==> src/source/rom_loader_pkg.sv <==
package rom_loader_pkg;

	////////////////////////////////////////////////////////////
	// Widths
	////////////////////////////////////////////////////////////

	localparam int mem_addr_w = 23;  // SDRAM byte address
	localparam int page_w     = 9;   // Area bit plus 8-bit map index
	localparam int dl_addr_w  = 25;  // Host byte address
	localparam int dl_index_w = 8;

	////////////////////////////////////////////////////////////
	// Fixed ROM pages
	////////////////////////////////////////////////////////////

	localparam logic [page_w-1:0] page_sys_lower  = 9'h000;
	localparam logic [page_w-1:0] page_sys_basic  = 9'h100;
	localparam logic [page_w-1:0] page_sys_amsdos = 9'h107;
	localparam logic [page_w-1:0] page_mf2        = 9'h1FF;

	// Spare page for files whose extension does not parse
	localparam logic [page_w-1:0] page_bad_ext    = 9'h1EE;

	////////////////////////////////////////////////////////////
	// Payload structs
	////////////////////////////////////////////////////////////

	// One byte from the host download stream
	typedef struct packed {
		logic [dl_index_w-1:0] index;
		logic [dl_addr_w-1:0]  addr;
		logic [7:0]            data;
	} dl_byte_t;

	// One SDRAM write
	typedef struct packed {
		logic [mem_addr_w-1:0] addr;
		logic [1:0]            bank;
		logic [7:0]            data;
	} mem_wr_t;

	// Where an expansion file starts, and whether it carries MF2 data
	typedef struct packed {
		logic [page_w-1:0] page;
		logic              combo;
	} start_page_t;

endpackage

==> src/source/rom_ext_decode.sv <==
`timescale 1ns/1ps

module rom_ext_decode import rom_loader_pkg::*; (
	input  logic                  clk_sys,
	input  logic                  reset,
	input  logic                  dl_active,
	input  logic [dl_index_w-1:0] dl_index,
	input  logic [15:0]           dl_ext,
	output start_page_t           start
);

	logic        active_d;
	start_page_t decoded;
	logic [4:0]  nib_hi;  // {valid, value}
	logic [4:0]  nib_lo;

	// One hex character to a nibble, bit 4 flags a valid digit
	function automatic logic [4:0] hex_nibble(input logic [7:0] ch);
		logic [4:0] res;
		res = 5'd0;
		if (ch >= "0" && ch <= "9") begin
			res = {1'b1, ch[3:0]};
		end else if (ch >= "A" && ch <= "F") begin
			res = {1'b1, ch[3:0] + 4'd9};
		end
		return res;
	endfunction

	assign nib_hi = hex_nibble(dl_ext[15:8]);
	assign nib_lo = hex_nibble(dl_ext[7:0]);

	always_comb begin
		decoded.page  = page_bad_ext;  // Area bit stays from the spare page
		decoded.combo = 1'b0;
		if (nib_hi[4])
			decoded.page[7:4] = nib_hi[3:0];
		if (nib_lo[4])
			decoded.page[3:0] = nib_lo[3:0];
		if (dl_ext == "ZZ")
			decoded.page = '0;
		if (dl_ext == "Z0") begin
			decoded.page  = '0;
			decoded.combo = 1'b1;  // Expansion ROM followed by MF2 image
		end
	end

	always_ff @(posedge clk_sys) begin
		if (reset) begin
			active_d <= 1'b0;
			start    <= '0;
		end else begin
			active_d <= dl_active;
			// Latch only at the start of an expansion download
			if (dl_active && !active_d && (|dl_index))
				start <= decoded;
		end
	end

endmodule

==> src/source/rom_boot_mapper.sv <==
`timescale 1ns/1ps

module rom_boot_mapper import rom_loader_pkg::*; (
	input  logic        clk_sys,
	input  logic        reset,
	input  logic        dl_wr,
	input  dl_byte_t    dl_byte,
	input  start_page_t start,
	input  logic        req_done,
	output logic        dl_wait,
	output logic        req_valid,
	output mem_wr_t     req
);

	start_page_t       start_q;
	logic              start_new;
	logic [page_w-1:0] run_page;
	logic              run_combo;
	logic [page_w-1:0] page_eff;
	logic              combo_eff;

	mem_wr_t           map_req;
	logic              map_drop;
	logic              map_dup;
	logic              dup_q;
	logic              drop_q;
	logic              accept;
	logic              second_wr;
	logic              last_done;

	// A fresh start page takes effect in the same cycle it shows up
	assign start_new = (start != start_q);
	assign page_eff  = start_new ? start.page  : run_page;
	assign combo_eff = start_new ? start.combo : run_combo;

	assign accept    = dl_wr && !dl_wait;
	assign second_wr = req_done && dup_q && (req.bank == 2'd0);
	assign last_done = req_done && !second_wr;

	////////////////////////////////////////////////////////////
	// Byte to SDRAM address
	////////////////////////////////////////////////////////////

	always_comb begin
		map_req.data       = dl_byte.data;
		map_req.addr[13:0] = dl_byte.addr[13:0];
		map_req.addr[22:14] = '0;
		map_req.bank       = 2'd0;
		map_drop           = 1'b0;

		if (|dl_byte.index) begin
			map_req.addr[22]    = page_eff[8];
			map_req.addr[21:14] = page_eff[7:0] + dl_byte.addr[21:14];
			map_req.bank        = {1'b0, &dl_byte.index[7:6]};
		end else begin
			// System ROM image, one 16K block per page
			case (dl_byte.addr[24:14])
				11'd0, 11'd4: map_req.addr[22:14] = page_sys_lower;
				11'd1, 11'd5: map_req.addr[22:14] = page_sys_basic;
				11'd2, 11'd6: map_req.addr[22:14] = page_sys_amsdos;
				11'd3, 11'd7: map_req.addr[22:14] = page_mf2;
				default:      map_drop = 1'b1;
			endcase
			map_req.bank = {1'b0, dl_byte.addr[16]};  // Blocks 4..7 to bank 1
		end
	end

	// Copy into bank 1 as well for manual loads and boot.eXX files
	assign map_dup = (dl_byte.index[7:6] == 2'b01) || (|dl_byte.index[5:0]);

	////////////////////////////////////////////////////////////
	// Handshake with the host and the write gate
	////////////////////////////////////////////////////////////

	always_ff @(posedge clk_sys) begin
		if (reset) begin
			dl_wait   <= 1'b0;
			req_valid <= 1'b0;
			dup_q     <= 1'b0;
			drop_q    <= 1'b0;
			start_q   <= '0;
			run_page  <= '0;
			run_combo <= 1'b0;
		end else begin
			req_valid <= 1'b0;
			drop_q    <= accept && map_drop;

			if (start_new) begin
				start_q   <= start;
				run_page  <= start.page;
				run_combo <= start.combo;
			end

			if (accept) begin
				dl_wait <= 1'b1;
				if (!map_drop) begin
					req_valid <= 1'b1;
					dup_q     <= map_dup;
				end
			end else if (drop_q) begin
				dl_wait <= 1'b0;  // Nothing written for this byte
			end else if (second_wr) begin
				req_valid <= 1'b1;
			end else if (last_done) begin
				dl_wait <= 1'b0;
				// MF2 image follows the last byte of the expansion ROM
				if (combo_eff && (&req.addr[13:0])) begin
					run_page  <= page_mf2;
					run_combo <= 1'b0;
				end
			end
		end
	end

	always_ff @(posedge clk_sys) begin
		if (accept && !map_drop)
			req <= map_req;
		else if (second_wr)
			req.bank <= 2'd1;
	end

endmodule

==> src/source/write_credit_gate.sv <==
`timescale 1ns/1ps

module write_credit_gate import rom_loader_pkg::*; #(
	parameter int credit_max = 4
) (
	input  logic    clk_sys,
	input  logic    reset,
	input  logic    req_valid,
	input  mem_wr_t req,
	input  logic    mem_credit,
	output logic    req_done,
	output logic    mem_wr_valid,
	output mem_wr_t mem_wr
);

	localparam int cnt_w = $clog2(credit_max + 1);

	logic [cnt_w-1:0] credits;
	logic [cnt_w-1:0] credits_next;
	logic             pend_valid;
	mem_wr_t          pend;
	logic             have_req;
	mem_wr_t          cur;
	logic             fire;

	assign have_req = req_valid || pend_valid;
	assign cur      = req_valid ? req : pend;
	assign fire     = have_req && (credits != '0);  // Spend a credit this cycle

	// Issue and return together cancel out
	always_comb begin
		credits_next = credits;
		if (fire && !mem_credit)
			credits_next = credits - 1'b1;
		else if (!fire && mem_credit)
			credits_next = credits + 1'b1;
	end

	always_ff @(posedge clk_sys) begin
		if (reset) begin
			credits      <= cnt_w'(credit_max);
			pend_valid   <= 1'b0;
			mem_wr_valid <= 1'b0;
			req_done     <= 1'b0;
		end else begin
			credits      <= credits_next;
			pend_valid   <= have_req && !fire;  // Held until a credit comes back
			mem_wr_valid <= fire;
			req_done     <= fire;
		end
	end

	always_ff @(posedge clk_sys) begin
		if (req_valid)
			pend <= req;
		if (fire)
			mem_wr <= cur;
	end

endmodule

==> src/source/rom_map_table.sv <==
`timescale 1ns/1ps

module rom_map_table import rom_loader_pkg::*; (
	input  logic                  clk_sys,
	input  logic                  reset,
	input  logic                  mem_wr_valid,
	input  mem_wr_t               mem_wr,
	input  logic [mem_addr_w-1:0] query_addr,
	output logic                  rom_absent
);

	logic [255:0] rom_map;  // One flag per expansion ROM page
	logic         q_rom;    // Query falls in the ROM area
	logic [7:0]   q_page;

	////////////////////////////////////////////////////////////
	// Loaded page flags
	////////////////////////////////////////////////////////////

	always_ff @(posedge clk_sys) begin
		if (reset) begin
			rom_map <= '0;
		end else if (mem_wr_valid && mem_wr.addr[22]) begin
			rom_map[mem_wr.addr[21:14]] <= 1'b1;
		end
	end

	////////////////////////////////////////////////////////////
	// Query
	////////////////////////////////////////////////////////////

	always_ff @(posedge clk_sys) begin
		if (reset)
			q_rom <= 1'b0;
		else
			q_rom <= query_addr[22];
	end

	always_ff @(posedge clk_sys) begin
		q_page <= query_addr[21:14];
	end

	assign rom_absent = q_rom && !rom_map[q_page];  // Unloaded page reads as absent

endmodule

==> src/source/rom_loader_top.sv <==
`timescale 1ns/1ps

module rom_loader_top import rom_loader_pkg::*; #(
	parameter int credit_max = 4
) (
	input  logic                  clk_sys,
	input  logic                  reset,

	// Host download stream
	input  logic                  dl_active,
	input  logic                  dl_wr,
	input  dl_byte_t              dl_byte,
	input  logic [15:0]           dl_ext,
	output logic                  dl_wait,

	// SDRAM write side
	input  logic                  mem_credit,
	output logic                  mem_wr_valid,
	output mem_wr_t               mem_wr,

	// ROM presence query
	input  logic [mem_addr_w-1:0] query_addr,
	output logic                  rom_absent
);

	start_page_t start;
	logic        req_valid;
	mem_wr_t     req;
	logic        req_done;

	rom_ext_decode u_ext_decode (
		.clk_sys   (clk_sys),
		.reset     (reset),
		.dl_active (dl_active),
		.dl_index  (dl_byte.index),
		.dl_ext    (dl_ext),
		.start     (start)
	);

	rom_boot_mapper u_boot_mapper (
		.clk_sys   (clk_sys),
		.reset     (reset),
		.dl_wr     (dl_wr),
		.dl_byte   (dl_byte),
		.start     (start),
		.req_done  (req_done),
		.dl_wait   (dl_wait),
		.req_valid (req_valid),
		.req       (req)
	);

	////////////////////////////////////////////////////////////
	// Memory side
	////////////////////////////////////////////////////////////

	write_credit_gate #(
		.credit_max (credit_max)
	) u_credit_gate (
		.clk_sys      (clk_sys),
		.reset        (reset),
		.req_valid    (req_valid),
		.req          (req),
		.mem_credit   (mem_credit),
		.req_done     (req_done),
		.mem_wr_valid (mem_wr_valid),
		.mem_wr       (mem_wr)
	);

	// Snoops the issued writes
	rom_map_table u_map_table (
		.clk_sys      (clk_sys),
		.reset        (reset),
		.mem_wr_valid (mem_wr_valid),
		.mem_wr       (mem_wr),
		.query_addr   (query_addr),
		.rom_absent   (rom_absent)
	);

endmodule

==> config.mk <==
export PLATFORM = sky130hd
export DESIGN_NAME = rom_loader_top
export DESIGN_NICKNAME = d
export VERILOG_FILES = /design/src/source/rom_loader_pkg.sv /design/src/source/rom_ext_decode.sv /design/src/source/rom_boot_mapper.sv /design/src/source/write_credit_gate.sv /design/src/source/rom_map_table.sv /design/src/source/rom_loader_top.sv
export SDC_FILE = /design/constraint.sdc
export NUM_CORES = 1
export LEC_CHECK = 0
export ABC_AREA = 1
export BUFFER_PORTS_ARGS = -buffer_cell sky130_fd_sc_hd__buf_4
export CORE_MARGIN = 4
export CORE_UTILIZATION = 35
export CTS_CLUSTER_SIZE = 14
export DETAILED_ROUTE_END_ITERATION = 12
export GPL_TIMING_DRIVEN = 0
export HOLD_SLACK_MARGIN = 0.15
export PLACE_DENSITY = 0.65
export SLEW_MARGIN = 25
export SYNTH_ARGS = -nofsm -noshare
export SYNTH_HDL_FRONTEND = slang
export SYNTH_SLANG_ARGS = --single-unit
==> constraint.sdc <==
create_clock -name clk_sys -period 3.3 [get_ports clk_sys]
set_clock_uncertainty 0.15 [all_clocks]
set_input_delay 0.825 -clock clk_sys [delete_from_list [all_inputs] [get_ports clk_sys]]
set_output_delay 0.825 -clock clk_sys [all_outputs]
set_load 0.05 [all_outputs]
# Yosys cells after proc, flatten, opt, wreduce, memory -nomap -nowiden

Cells that the tools add are included.

Flip-flop bits (word level): 404
Input port bits: 85
Output and inout bits: 36
Word-level logic and storage cells: 143

Add/subtract/negate cells: 5
$lt $le $gt $ge: 11
Equality and inequality tests: 12
Mux-type cells: 42
Bitwise gates (word level): 2
Reductions and logical operators: 45

Operators with widths:

| cell                                                            | count |
|---|---|
| bitwise OR 256 bit                                              | 1 |
| 2-to-1 mux 9 bit                                                | 8 |
| == test 11 x 3 -> 1 bit (second input constant)                 | 4 |
| 2-to-1 mux 33 bit                                               | 1 |
| == test 16 x 15 -> 1 bit (second input constant)                | 2 |
| one-hot mux 9 bit (3 select lines)                              | 1 |
| == test 11 x 2 -> 1 bit (second input constant)                 | 2 |
| logical AND 1 bit                                               | 20 |
| 2-to-1 mux 5 bit                                                | 4 |
| 2-to-1 mux 1 bit                                                | 19 |
| < comparator 8 x 9 -> 1 bit (second input constant)             | 2 |
| >= comparator 8 x 6 -> 1 bit (second input constant)            | 2 |
| >= comparator 8 x 7 -> 1 bit (second input constant)            | 2 |
| less-or-equal comparator 8 x 6 -> 1 bit (second input constant) | 2 |
| less-or-equal comparator 8 x 7 -> 1 bit (second input constant) | 2 |
| OR reduction 8 bit                                              | 2 |
| AND reduction 14 bit                                            | 1 |
| == test 11 x 1 -> 1 bit (second input constant)                 | 1 |
| logical NOT 11 bit                                              | 1 |
| 2-to-1 mux 10 bit                                               | 1 |
| inequality test 10 bit                                          | 1 |
| adder 4 bit (second input constant)                             | 2 |
| adder 8 bit                                                     | 1 |
| binary-select mux 1 bit (select 8 bit)                          | 1 |
| 18 further kinds                                                | 34 |

# Longest topological paths before layout

Gate-level depths: netlist of the first run.

Depth after elaboration: 8
Depth in mapped cells: 18
Depth with buffers taken out: 18

# Modules after synthesis

Synthesis of the first run repeated with hierarchy kept, for this count alone.

Cells, all modules: 2,132
Area total of the unflattened synthesis: 16,823.6 um^2

By module, submodules not included:

| module            | times used | cells each | area an instance (um^2) | seq. area each (um^2) |
|---|---|---|---|---|
| rom_map_table     | 1          | 1,503      | 10,866.7                | 5,305.1 |
| rom_boot_mapper   | 1          | 269        | 2,571.2                 | 1,441.4 |
| write_credit_gate | 1          | 204        | 2,356.0                 | 1,751.7 |
| rom_ext_decode    | 1          | 156        | 1,029.7                 | 220.2 |

# Worst setup path after synthesis of the first run

No wires, ideal clock.

Kind: flip-flop to flip-flop
Start: register u_boot_mapper.req_valid
End: register u_credit_gate.credits[2]
Setup time: 0.123 ns
Arrival: 3.202 ns
Required time: 3.027 ns
Setup slack: -0.176 ns
Cell stages (with the launch flop): 13
Path buffers: 1
Clock period less this slack: 3.476 ns
Cell sequence: dfxtp_1 -> clkbuf_1 -> nor2_1 -> nor2_1 -> ha_1 -> inv_1 -> fa_1 -> nand2_1 -> nand2_1 -> nor2_1 -> inv_1 -> a21oi_1 -> o21ai_0

Word-level cells in the longest chain between the ends: 5
Elaborated cells on any way between the ends: 7
Those cells by class: 1 x mux; 6 x reduce/logical

Ends and longest elaborated chain:

| item                                | line                    | source |
|---|---|---|
| start, declared                     | rom_boot_mapper.sv:11   | `output logic req_valid,` |
| start signal, assigned              | rom_boot_mapper.sv:78   | `req_valid <= 1'b0;` |
| start signal, assigned              | rom_boot_mapper.sv:85   | `req_valid <= 1'b0;` |
| start signal, assigned              | rom_boot_mapper.sv:97   | `req_valid <= 1'b1;` |
| logical OR 1 bit *                  | write_credit_gate.sv:26 | `assign have_req = req_valid \|\| pend_valid;` |
| logical AND 1 bit *                 | write_credit_gate.sv:28 | `assign fire = have_req && (credits != '0);` |
| named net u_credit_gate.fire        | write_credit_gate.sv:24 | `logic fire;` |
| logical NOT 1 bit                   | write_credit_gate.sv:35 | `else if (!fire && mem_credit)` |
| logical AND 1 bit                   | write_credit_gate.sv:35 |  |
| nonzero test 2 bit (no source line) | -                       |  |
| end signal, assigned                | write_credit_gate.sv:41 | `credits <= cnt_w'(credit_max);` |
| end signal, assigned                | write_credit_gate.sv:46 | `credits <= credits_next;` |
| end, declared                       | write_credit_gate.sv:18 | `logic [cnt_w-1:0] credits;` |

The timed path passes the listed nets; every way through them passes the cells marked *.
A chain may end at the register's enable or synchronous reset.

# Worst setup path after layout of the first run

Start: register u_map_table.q_page[0]
End: output port rom_absent

Word-level cells in the longest chain between the ends: 4

Ends and longest elaborated chain:

| item                                   | line                 | source |
|---|---|---|
| start, declared                        | rom_map_table.sv:14  | `logic [7:0] q_page;` |
| start signal, assigned                 | rom_map_table.sv:40  | `q_page <= query_addr[21:14];` |
| binary-select mux 1 bit (select 8 bit) | rom_map_table.sv:43  | `assign rom_absent = q_rom && !rom_map[q_page];` |
| 2-to-1 mux 1 bit (not written as such) | rom_map_table.sv:43  |  |
| logical NOT 1 bit                      | rom_map_table.sv:43  |  |
| logical AND 1 bit                      | rom_map_table.sv:43  |  |
| end, declared                          | rom_loader_top.sv:23 | `output logic rom_absent` |

Every way passes these cells. The select of a mux whose other input is x is not followed.

==> summary.txt, run 1 <==
Outcome
  – Status: finished, violations left
  – Failing checks: setup timing

STA
  – Max frequency: between 200 and 300 MHz
  – RSZ-0062 raised after global routing: yes
  – Final Slew Violations: 0
  – Crit share post-route: 107%
  – Final Hold Fails: 0
  – TNS Setup: -238 ps
  – Slew headroom: between 40% and 50%
  – Final setup fails: 1
  – Worst-margin pin slew: between 800 and 900 ps
  – Final worst slack: -238 ps
  – Minimum clock period: approximately 3500 ps

Worst setup path
  – Required time worst endpoint: around 2300 ps
  – CP delay by family, top: simple AND/OR/NAND/NOR gates
  – Worst setup EP type: output pin
  – Critical path's most frequent cell: nand3_1
  – Critical path type: reg -> out
  – Arrival time worst endpoint: 2560 ps
  – CP Cell Sequence: buf_8, buf_12, clkbuf_16, nand2_1, nand3_1, nand3_1, nand3_1, nand3_2, nand2_4, nand2_1, nand3_1, nand3_1, nand2_1, nor2_2, buf_6
  – CP max stage cell: dfxtp_4
  – CP startpoint kind: register
  – Worst Path Max Fanout: 6
  – Crit path buf inv count: 4
  – Worst stage delay on the critical path: about 370 ps

Yosys
  – Syn. warnings: 0
  – Mapped Area: 16300 sq um
  – Post-synthesis area per instance: ~8 sq um
  – Number of synthesized register bits: 403
  – Syn Nets: about 2.2k
  – Synth Instances: about 2.1k
  – Register area share after synthesis: between 50% and 60%
  – Netlist cell types: ~40

Floorplan
  – Cell row count: approximately 80
  – Die width: ~220 um
  – Initial cell density of the core: a little over a third
  – Die Ht: ~220 um
  – Die ar.: about 50000 sq um
  – I/O Pins: about 120
  – Core Area: approximately 46000 sq um

Drt
  – DRC violations left: 0
  – DR pass1 iterations: 7
  – Routed Antenna Nets: 0
  – Post-Route WL: about 56 mm
  – WL/cell: 19.5 um
  – Via Count: 15.5k
  – Number of DRC markers in iteration 0: around 2.1k
  – Vias/cell: 5.40

Clocking
  – CTS tree: yes
  – TritonCTS buffer count: 43
  – CTS root buf: clkbuf_16
  – Max H-tree Level: 2
  – Hold_buf cts: 0
  – CTS Sinks: 403
  – Clk slew on worst S/H paths: approximately 50 ps
  – Clock Tree Buf Depth: 3
  – Clk Latency, worst-skew pair: between 500 and 600 ps

Final layout
  – Number of fillers in the final layout: approximately 4.5k
  – Non-filler cells, final: about 2.9k
  – Multi-input logic area: around 6700 sq um
  – Ant. Diodes: 0
  – Fin nets: around 2.3k
  – FF/Latch Area: 8720 sq um
  – P&R area growth vs syn: 21.2%
  – Fraction of layout cells with a size suffix above 1: ~15%

GRT
  – GR Overflow Total: 0
  – First-pass GRT wire length: ~84 mm
  – Gr busiest metal: met2
  – Initial antenna violation count: 0
  – All-layer global routing usage: 21.4%
  – Pin count of the biggest net entering global routing: 27
  – Met2 usage: between 30% and 40%
  – Vias in the first global route: about 15k
  – Global-route track usage on met1: 27.5%
  – GRT met3 Usage: ~4.7%

Power
  – Peak supply drop: 0.000459 V
  – PwrDens: between 500 and 600 nW/um^2
  – Leak: 7.89 nW

Place
  – HPWL after detailed placement: about 36 mm
  – Port bufs: 105
  – Routability Congestion: 0.931
  – Post-place setup slack: -360 ps
  – Placed cells: 2774

Worst hold path
  – Worst Hold Class: in -> reg

Flow run
  – MaxCap Viol Count: 0
area by class of cell:
| cell class | count | share of cell area, % |
|---|---|---|
| flip-flops and latches | 403 | 44.1 |
| clock inverters | 16 | 0.910 |
| plain buffers | 125 | 4.12 |
| well taps | 600 | 3.79 |
| clock buffers | 62 | 6.26 |
| multi-input cells | 1436 | 34.1 |
| inverters | 102 | 1.96 |
| repair buffers | 116 | 4.80 |
report_power, final:
part	total, W	internal [W]	switching (W)
Sequential	0.00532	0.00524	0.0000853
Clock	0.00485	0.00279	0.00206
Combinational	0.00129	0.000398	0.000888
repair_timing:
action / in CTS / in global routing
gates cloned: 1 / 2
pin swaps: 9 / 12
buffers inserted: 3 / 3
endpoints found under the hold margin: 0 / 0
gates resized for setup: 86 / 38
endpoints found under the setup margin: 2 / 4
flip-flops by register name, indices dropped and copies added (netlist names), 3 cells and up:
register                count
u_map_table.rom_map       256
u_credit_gate.mem_wr       33
u_credit_gate.pend         33
u_boot_mapper.req          32
u_boot_mapper.start_q      10
u_ext_decode.start         10
u_boot_mapper.run_page      9
u_map_table.q_page          8
u_credit_gate.credits       3
cell families after synthesis:
kind of cell	synth area share (%)
xor gates and xnor gates	0.375
and+or+nand+nor	27.2
AOI/OAI and AO/OA	11.2
adders and majority gates	1.62
DFF	53.4
buffers and inverters	6.18
per-stage QoR:
stage                     cell area [sq um]  utilization, %  hold WS (ps)  power (W)
after floorplan                       16300               -           247    0.00615
after global placement                17900            39.0           257    0.00658
after detailed placement              17900            39.2           260    0.00662
after CTS                             19600            42.9           169     0.0115
after global routing                  19800            43.2           179     0.0118
final                                 19800            43.2           188     0.0115
routing by layer:
layer | routed length, um | part of all wire [%] | up-vias
li1 | - | - | 7116
met2 | 25000 | 45 | 906
met1 | 21700 | 39 | 7219
met4 | 3240 | 5.8 | 0
met5 | 0 | 0 | -
met3 | 5890 | 11 | 214
worst paths after layout:
| path | start | end | slack, ps | cells past startpoint |
|---|---|---|---|---|
| min | query_addr[19] | u_map_table.q_page[5] | 190 | 1 |
| min reg2reg | u_credit_gate.pend[9] | u_credit_gate.pend[9] | 270 | 2 |
| max reg2reg | u_ext_decode.start[6] | u_boot_mapper.req[30] | 230 | 17 |
| max | u_map_table.q_page[0] | rom_absent | -240 | 15 |
synthesized netlist by cell type, drive strengths merged:
cell,count,area share [%]
nand2,445,10
dfxtp,338,41
nor2,318,7.5
a21oi,296,9.1
nand3,239,7.3
inv,101,2.3
buf,68,2.5
edfxtp,65,12
clkbuf,58,1.3
o21ai,53,1.6
nor3,25,1.2
ha,18,1.4
nand4,6,0.23
or2,6,0.23
nor4,5,0.19
xnor2,5,0.27
nand3b,3,0.14
o31ai,3,0.14
fa,2,0.25
xor2,2,0.11
a211oi,1,0.046
a22o,1,0.054
a22oi,1,0.046
a31oi,1,0.038
and2,1,0.038
clkinv,1,0.023
nor3b,1,0.046
o21a,1,0.046
o22ai,1,0.038
o41ai,1,0.054
or3,1,0.069
cell usage in the layout, fill, tap and decap left out, drive strengths merged, types with 3 or more instances in the layout:
master    Yosys  layout
nand2       445     445
nor2        318     318
clkinv        1      11
dfxtp       338     338
nor3         25      25
ha           18      18
edfxtp       65      65
xnor2         5       5
clkbuf       58     124
nand4         6       6
buf          68     179
nand3       239     239
or2           6       6
inv         101     101
o31ai         3       3
nor4          5       5
o21ai        53      53
nand3b        3       3
a21oi       296     296
clkinvlp      0       4
(Power assumes the default switching activity.)
==> run 2: changes to the inputs <==
--- a/config.mk
+++ b/config.mk
@@ -7,7 +7,7 @@
 export LEC_CHECK = 0
 export ABC_AREA = 1
 export BUFFER_PORTS_ARGS = -buffer_cell sky130_fd_sc_hd__buf_4
-export CORE_MARGIN = 4
+export CORE_MARGIN = 2
 export CORE_UTILIZATION = 35
 export CTS_CLUSTER_SIZE = 14
 export DETAILED_ROUTE_END_ITERATION = 12
==> run 2 against run 1 <==
The flow still finishes with violations (setup timing). Sequential share of layout area is 0.70 points lower. Design area is 1.6% higher. Count of clock-buffer cells in the layout is 3 lower.
==> summary.txt, run 2 (synthesis gave the netlist of run 1 again) <==
Final layout
  – Number of fillers in the final layout: about 4.5k
  – Multi-input logic area: just under 7000 sq um
  – Top reg by flops: u_map_table.rom_map
  – Ant. Diodes: 0
  – P&R area growth vs syn: 23.2%
  – Largest regs: u_map_table.rom_map: 256 flops, u_credit_gate.mem_wr: 33 flops, u_credit_gate.pend: 33 flops
  – Commonest non-fill, non-tap cell in the layout: nand2_1
  – Fraction of layout cells with a size suffix above 1: 16.4%
  – Most frequent cells in the layout: 427 x nand2_1, 335 x dfxtp_1, 306 x nor2_1, 293 x a21oi_1, 198 x nand3_1
  – Largest register FFs: 256
  – Fin nets: approximately 2.3k
  – FF/Latch Area: 8720 sq um

GRT
  – Pin count of the biggest net entering global routing: 25
  – Vias in the first global route: ~15k
  – First-pass GRT wire length: around 83 mm
  – All-layer global routing usage: between 20% and 30%
  – Initial antenna violation count: 0
  – GR Overflow Total: 0

Clocking
  – CTS tree: yes
  – Clk slew on worst S/H paths: roughly 60 ps
  – Clock Tree Buf Depth: 3
  – CTS Sinks: slightly above 400
  – TritonCTS buffer count: 45
  – Clk Latency, worst-skew pair: between 500 and 600 ps
  – CTS root buf: clkbuf_16
  – Hold_buf cts: 0
  – Max H-tree Level: 2

Worst setup path
  – Worst stage delay on the critical path: just under 400 ps
  – R2R cell count: 17
  – CP delay by family, top: simple AND/OR/NAND/NOR gates
  – Levels on crit path: 14
  – Reg-to-Reg Start: u_ext_decode.start[6]
  – Worst Path Max Fanout: 10
  – Worst setup EP type: output pin
  – RR Endpoint: u_boot_mapper.req[30]
  – Arrival time worst endpoint: between 2000 and 3000 ps
  – Critical path type: reg -> out
  – Crit path buf inv count: 4
  – FF-to-FF setup slack: 220 ps
  – Crit. Startpoint: u_map_table.q_page[0]
  – Critical path's most frequent cell: nor2_2
  – CP startpoint kind: register
  – CP Cell Sequence: buf_8, buf_12, buf_12, o21ai_1, nand3_1, nand2_1, nand2_1, nand3_2, nand2_1, nor2_2, nor2_2, nor2_2, nor2_2, buf_6
  – Required time worst endpoint: approximately 2300 ps
  – Capture point of the critical path: rom_absent
  – CP max stage cell: dfxtp_4

Outcome
  – Status: finished, violations left
  – Failing checks: setup timing

Floorplan
  – Cell row count: 79
  – Die width: roughly 220 um
  – Die ar.: roughly 48000 sq um
  – Core Area: roughly 46000 sq um
  – I/O Pins: 121
  – Initial cell density of the core: about a third
  – Die Ht: 220 um

Place
  – Routability Congestion: slightly above 0.9
  – Port bufs: between 100 and 150
  – HPWL after detailed placement: between 30 and 40 mm
  – Post-place setup slack: -359 ps

STA
  – Worst-margin pin slew: 831 ps
  – Final setup fails: 1
  – Minimum clock period: between 3000 and 4000 ps
  – Final Slew Violations: 0
  – Hold slack: between 150 and 200 ps
  – Slew headroom: 44.6%
  – TNS Setup: -192 ps
  – Crit share post-route: 106%
  – Final Hold Fails: 0
  – RSZ-0062 raised after global routing: yes
  – Max frequency: about 290 MHz
  – Final worst slack: -192 ps

Drt
  – DR pass1 iterations: 6
  – Via Count: 15.3k
  – Number of DRC markers in iteration 0: approximately 1.8k
  – Post-Route WL: between 50 and 60 mm
  – Vias/cell: about 5.3
  – WL/cell: roughly 19 um
  – DRC violations left: 0
  – Routed Antenna Nets: 0

Power
  – PwrDens: a little under 600 nW/um^2
  – Leak: between 8 and 9 nW
  – Peak supply drop: ~0.00042 V

Flow run
  – MaxCap Viol Count: 0

Worst hold path
  – Worst Hold Class: in -> reg
==> run 2: cell count changes in the layout (fill, tap and decap cells not counted), sizes merged <==
| cell | previous run | this run |
|---|---|---|
| inv | 101 | 103 |
| clkinvlp | 4 | 3 |
| clkinv | 11 | 16 |
| bufinv | 2 | 3 |
| clkbuf | 124 | 122 |
==> run 2: per-stage QoR <==
step,total power [W],utilization (%),std cells,area [sq um]
6_report,0.0117,43.5,2872,20100
2_1_floorplan,0.00615,-,2067,16300
3_3_place_gp,0.00658,38.7,2779,17900
5_1_grt,0.0120,43.5,2872,20100
3_5_place_dp,0.00661,38.8,2781,17900
4_1_cts,0.0116,42.6,2865,19700
==> run 2: metal layers <==
metal | GRT usage, % | part of all wire [%]
met2 | 36.1 | 46
met5 | 0 | 0
met1 | 28.4 | 39
met3 | 4.58 | 10
met4 | 12.1 | 5.1
==> run 2: cell type report <==
type | instances | area share [%]
plain buffers | 125 | 4.31
clock buffers | 59 | 6.26
clock inverters | 23 | 1.08
inverters | 102 | 1.93
multi-input cells | 1436 | 34.4
flip-flops and latches | 403 | 43.4
well taps | 607 | 3.78
repair buffers | 117 | 4.85
==> run 2: repair_timing <==
item	4_1_cts	5_1_grt
hold endpoints to repair	0	0
buffers inserted	2	4
gates resized for setup	93	88
gates cloned	1	3
endpoints found under the setup margin	1	4
pin swaps	6	27
==> run 2: worst min-delay path by stage <==
| stage | start | endpoint | slack, ps | cells after the start |
|---|---|---|---|---|
| global route | query_addr[21] | u_map_table.q_page[7] | 190 | 1 |
| finish | query_addr[14] | u_map_table.q_page[0] | 190 | 1 |
| CTS | query_addr[19] | u_map_table.q_page[5] | 180 | 1 |
| detailed placement | u_credit_gate.pend[9] | u_credit_gate.pend[9] | 260 | 2 |
| floorplan | u_credit_gate.pend[9] | u_credit_gate.pend[9] | 250 | 2 |
| global placement | u_credit_gate.pend[9] | u_credit_gate.pend[9] | 260 | 2 |
==> run 2: worst register-to-register path: cells and delay by family, from the launching register on <==
family	cells	cell delay, ps
simple gates	6	760
flops	1	310
buf+inv	4	390
xor+xnor	1	170
compound gates	4	450
fa+ha+maj	2	590
==> run 2: power by group <==
group | internal (W) | switching [W] | leakage (nW)
logic | 0.000414 | 0.000898 | 3.95
clock network | 0.00293 | 0.00212 | 0.733
registers | 0.00524 | 0.0000839 | 3.36
total | 0.00859 | 0.00310 | 8.04
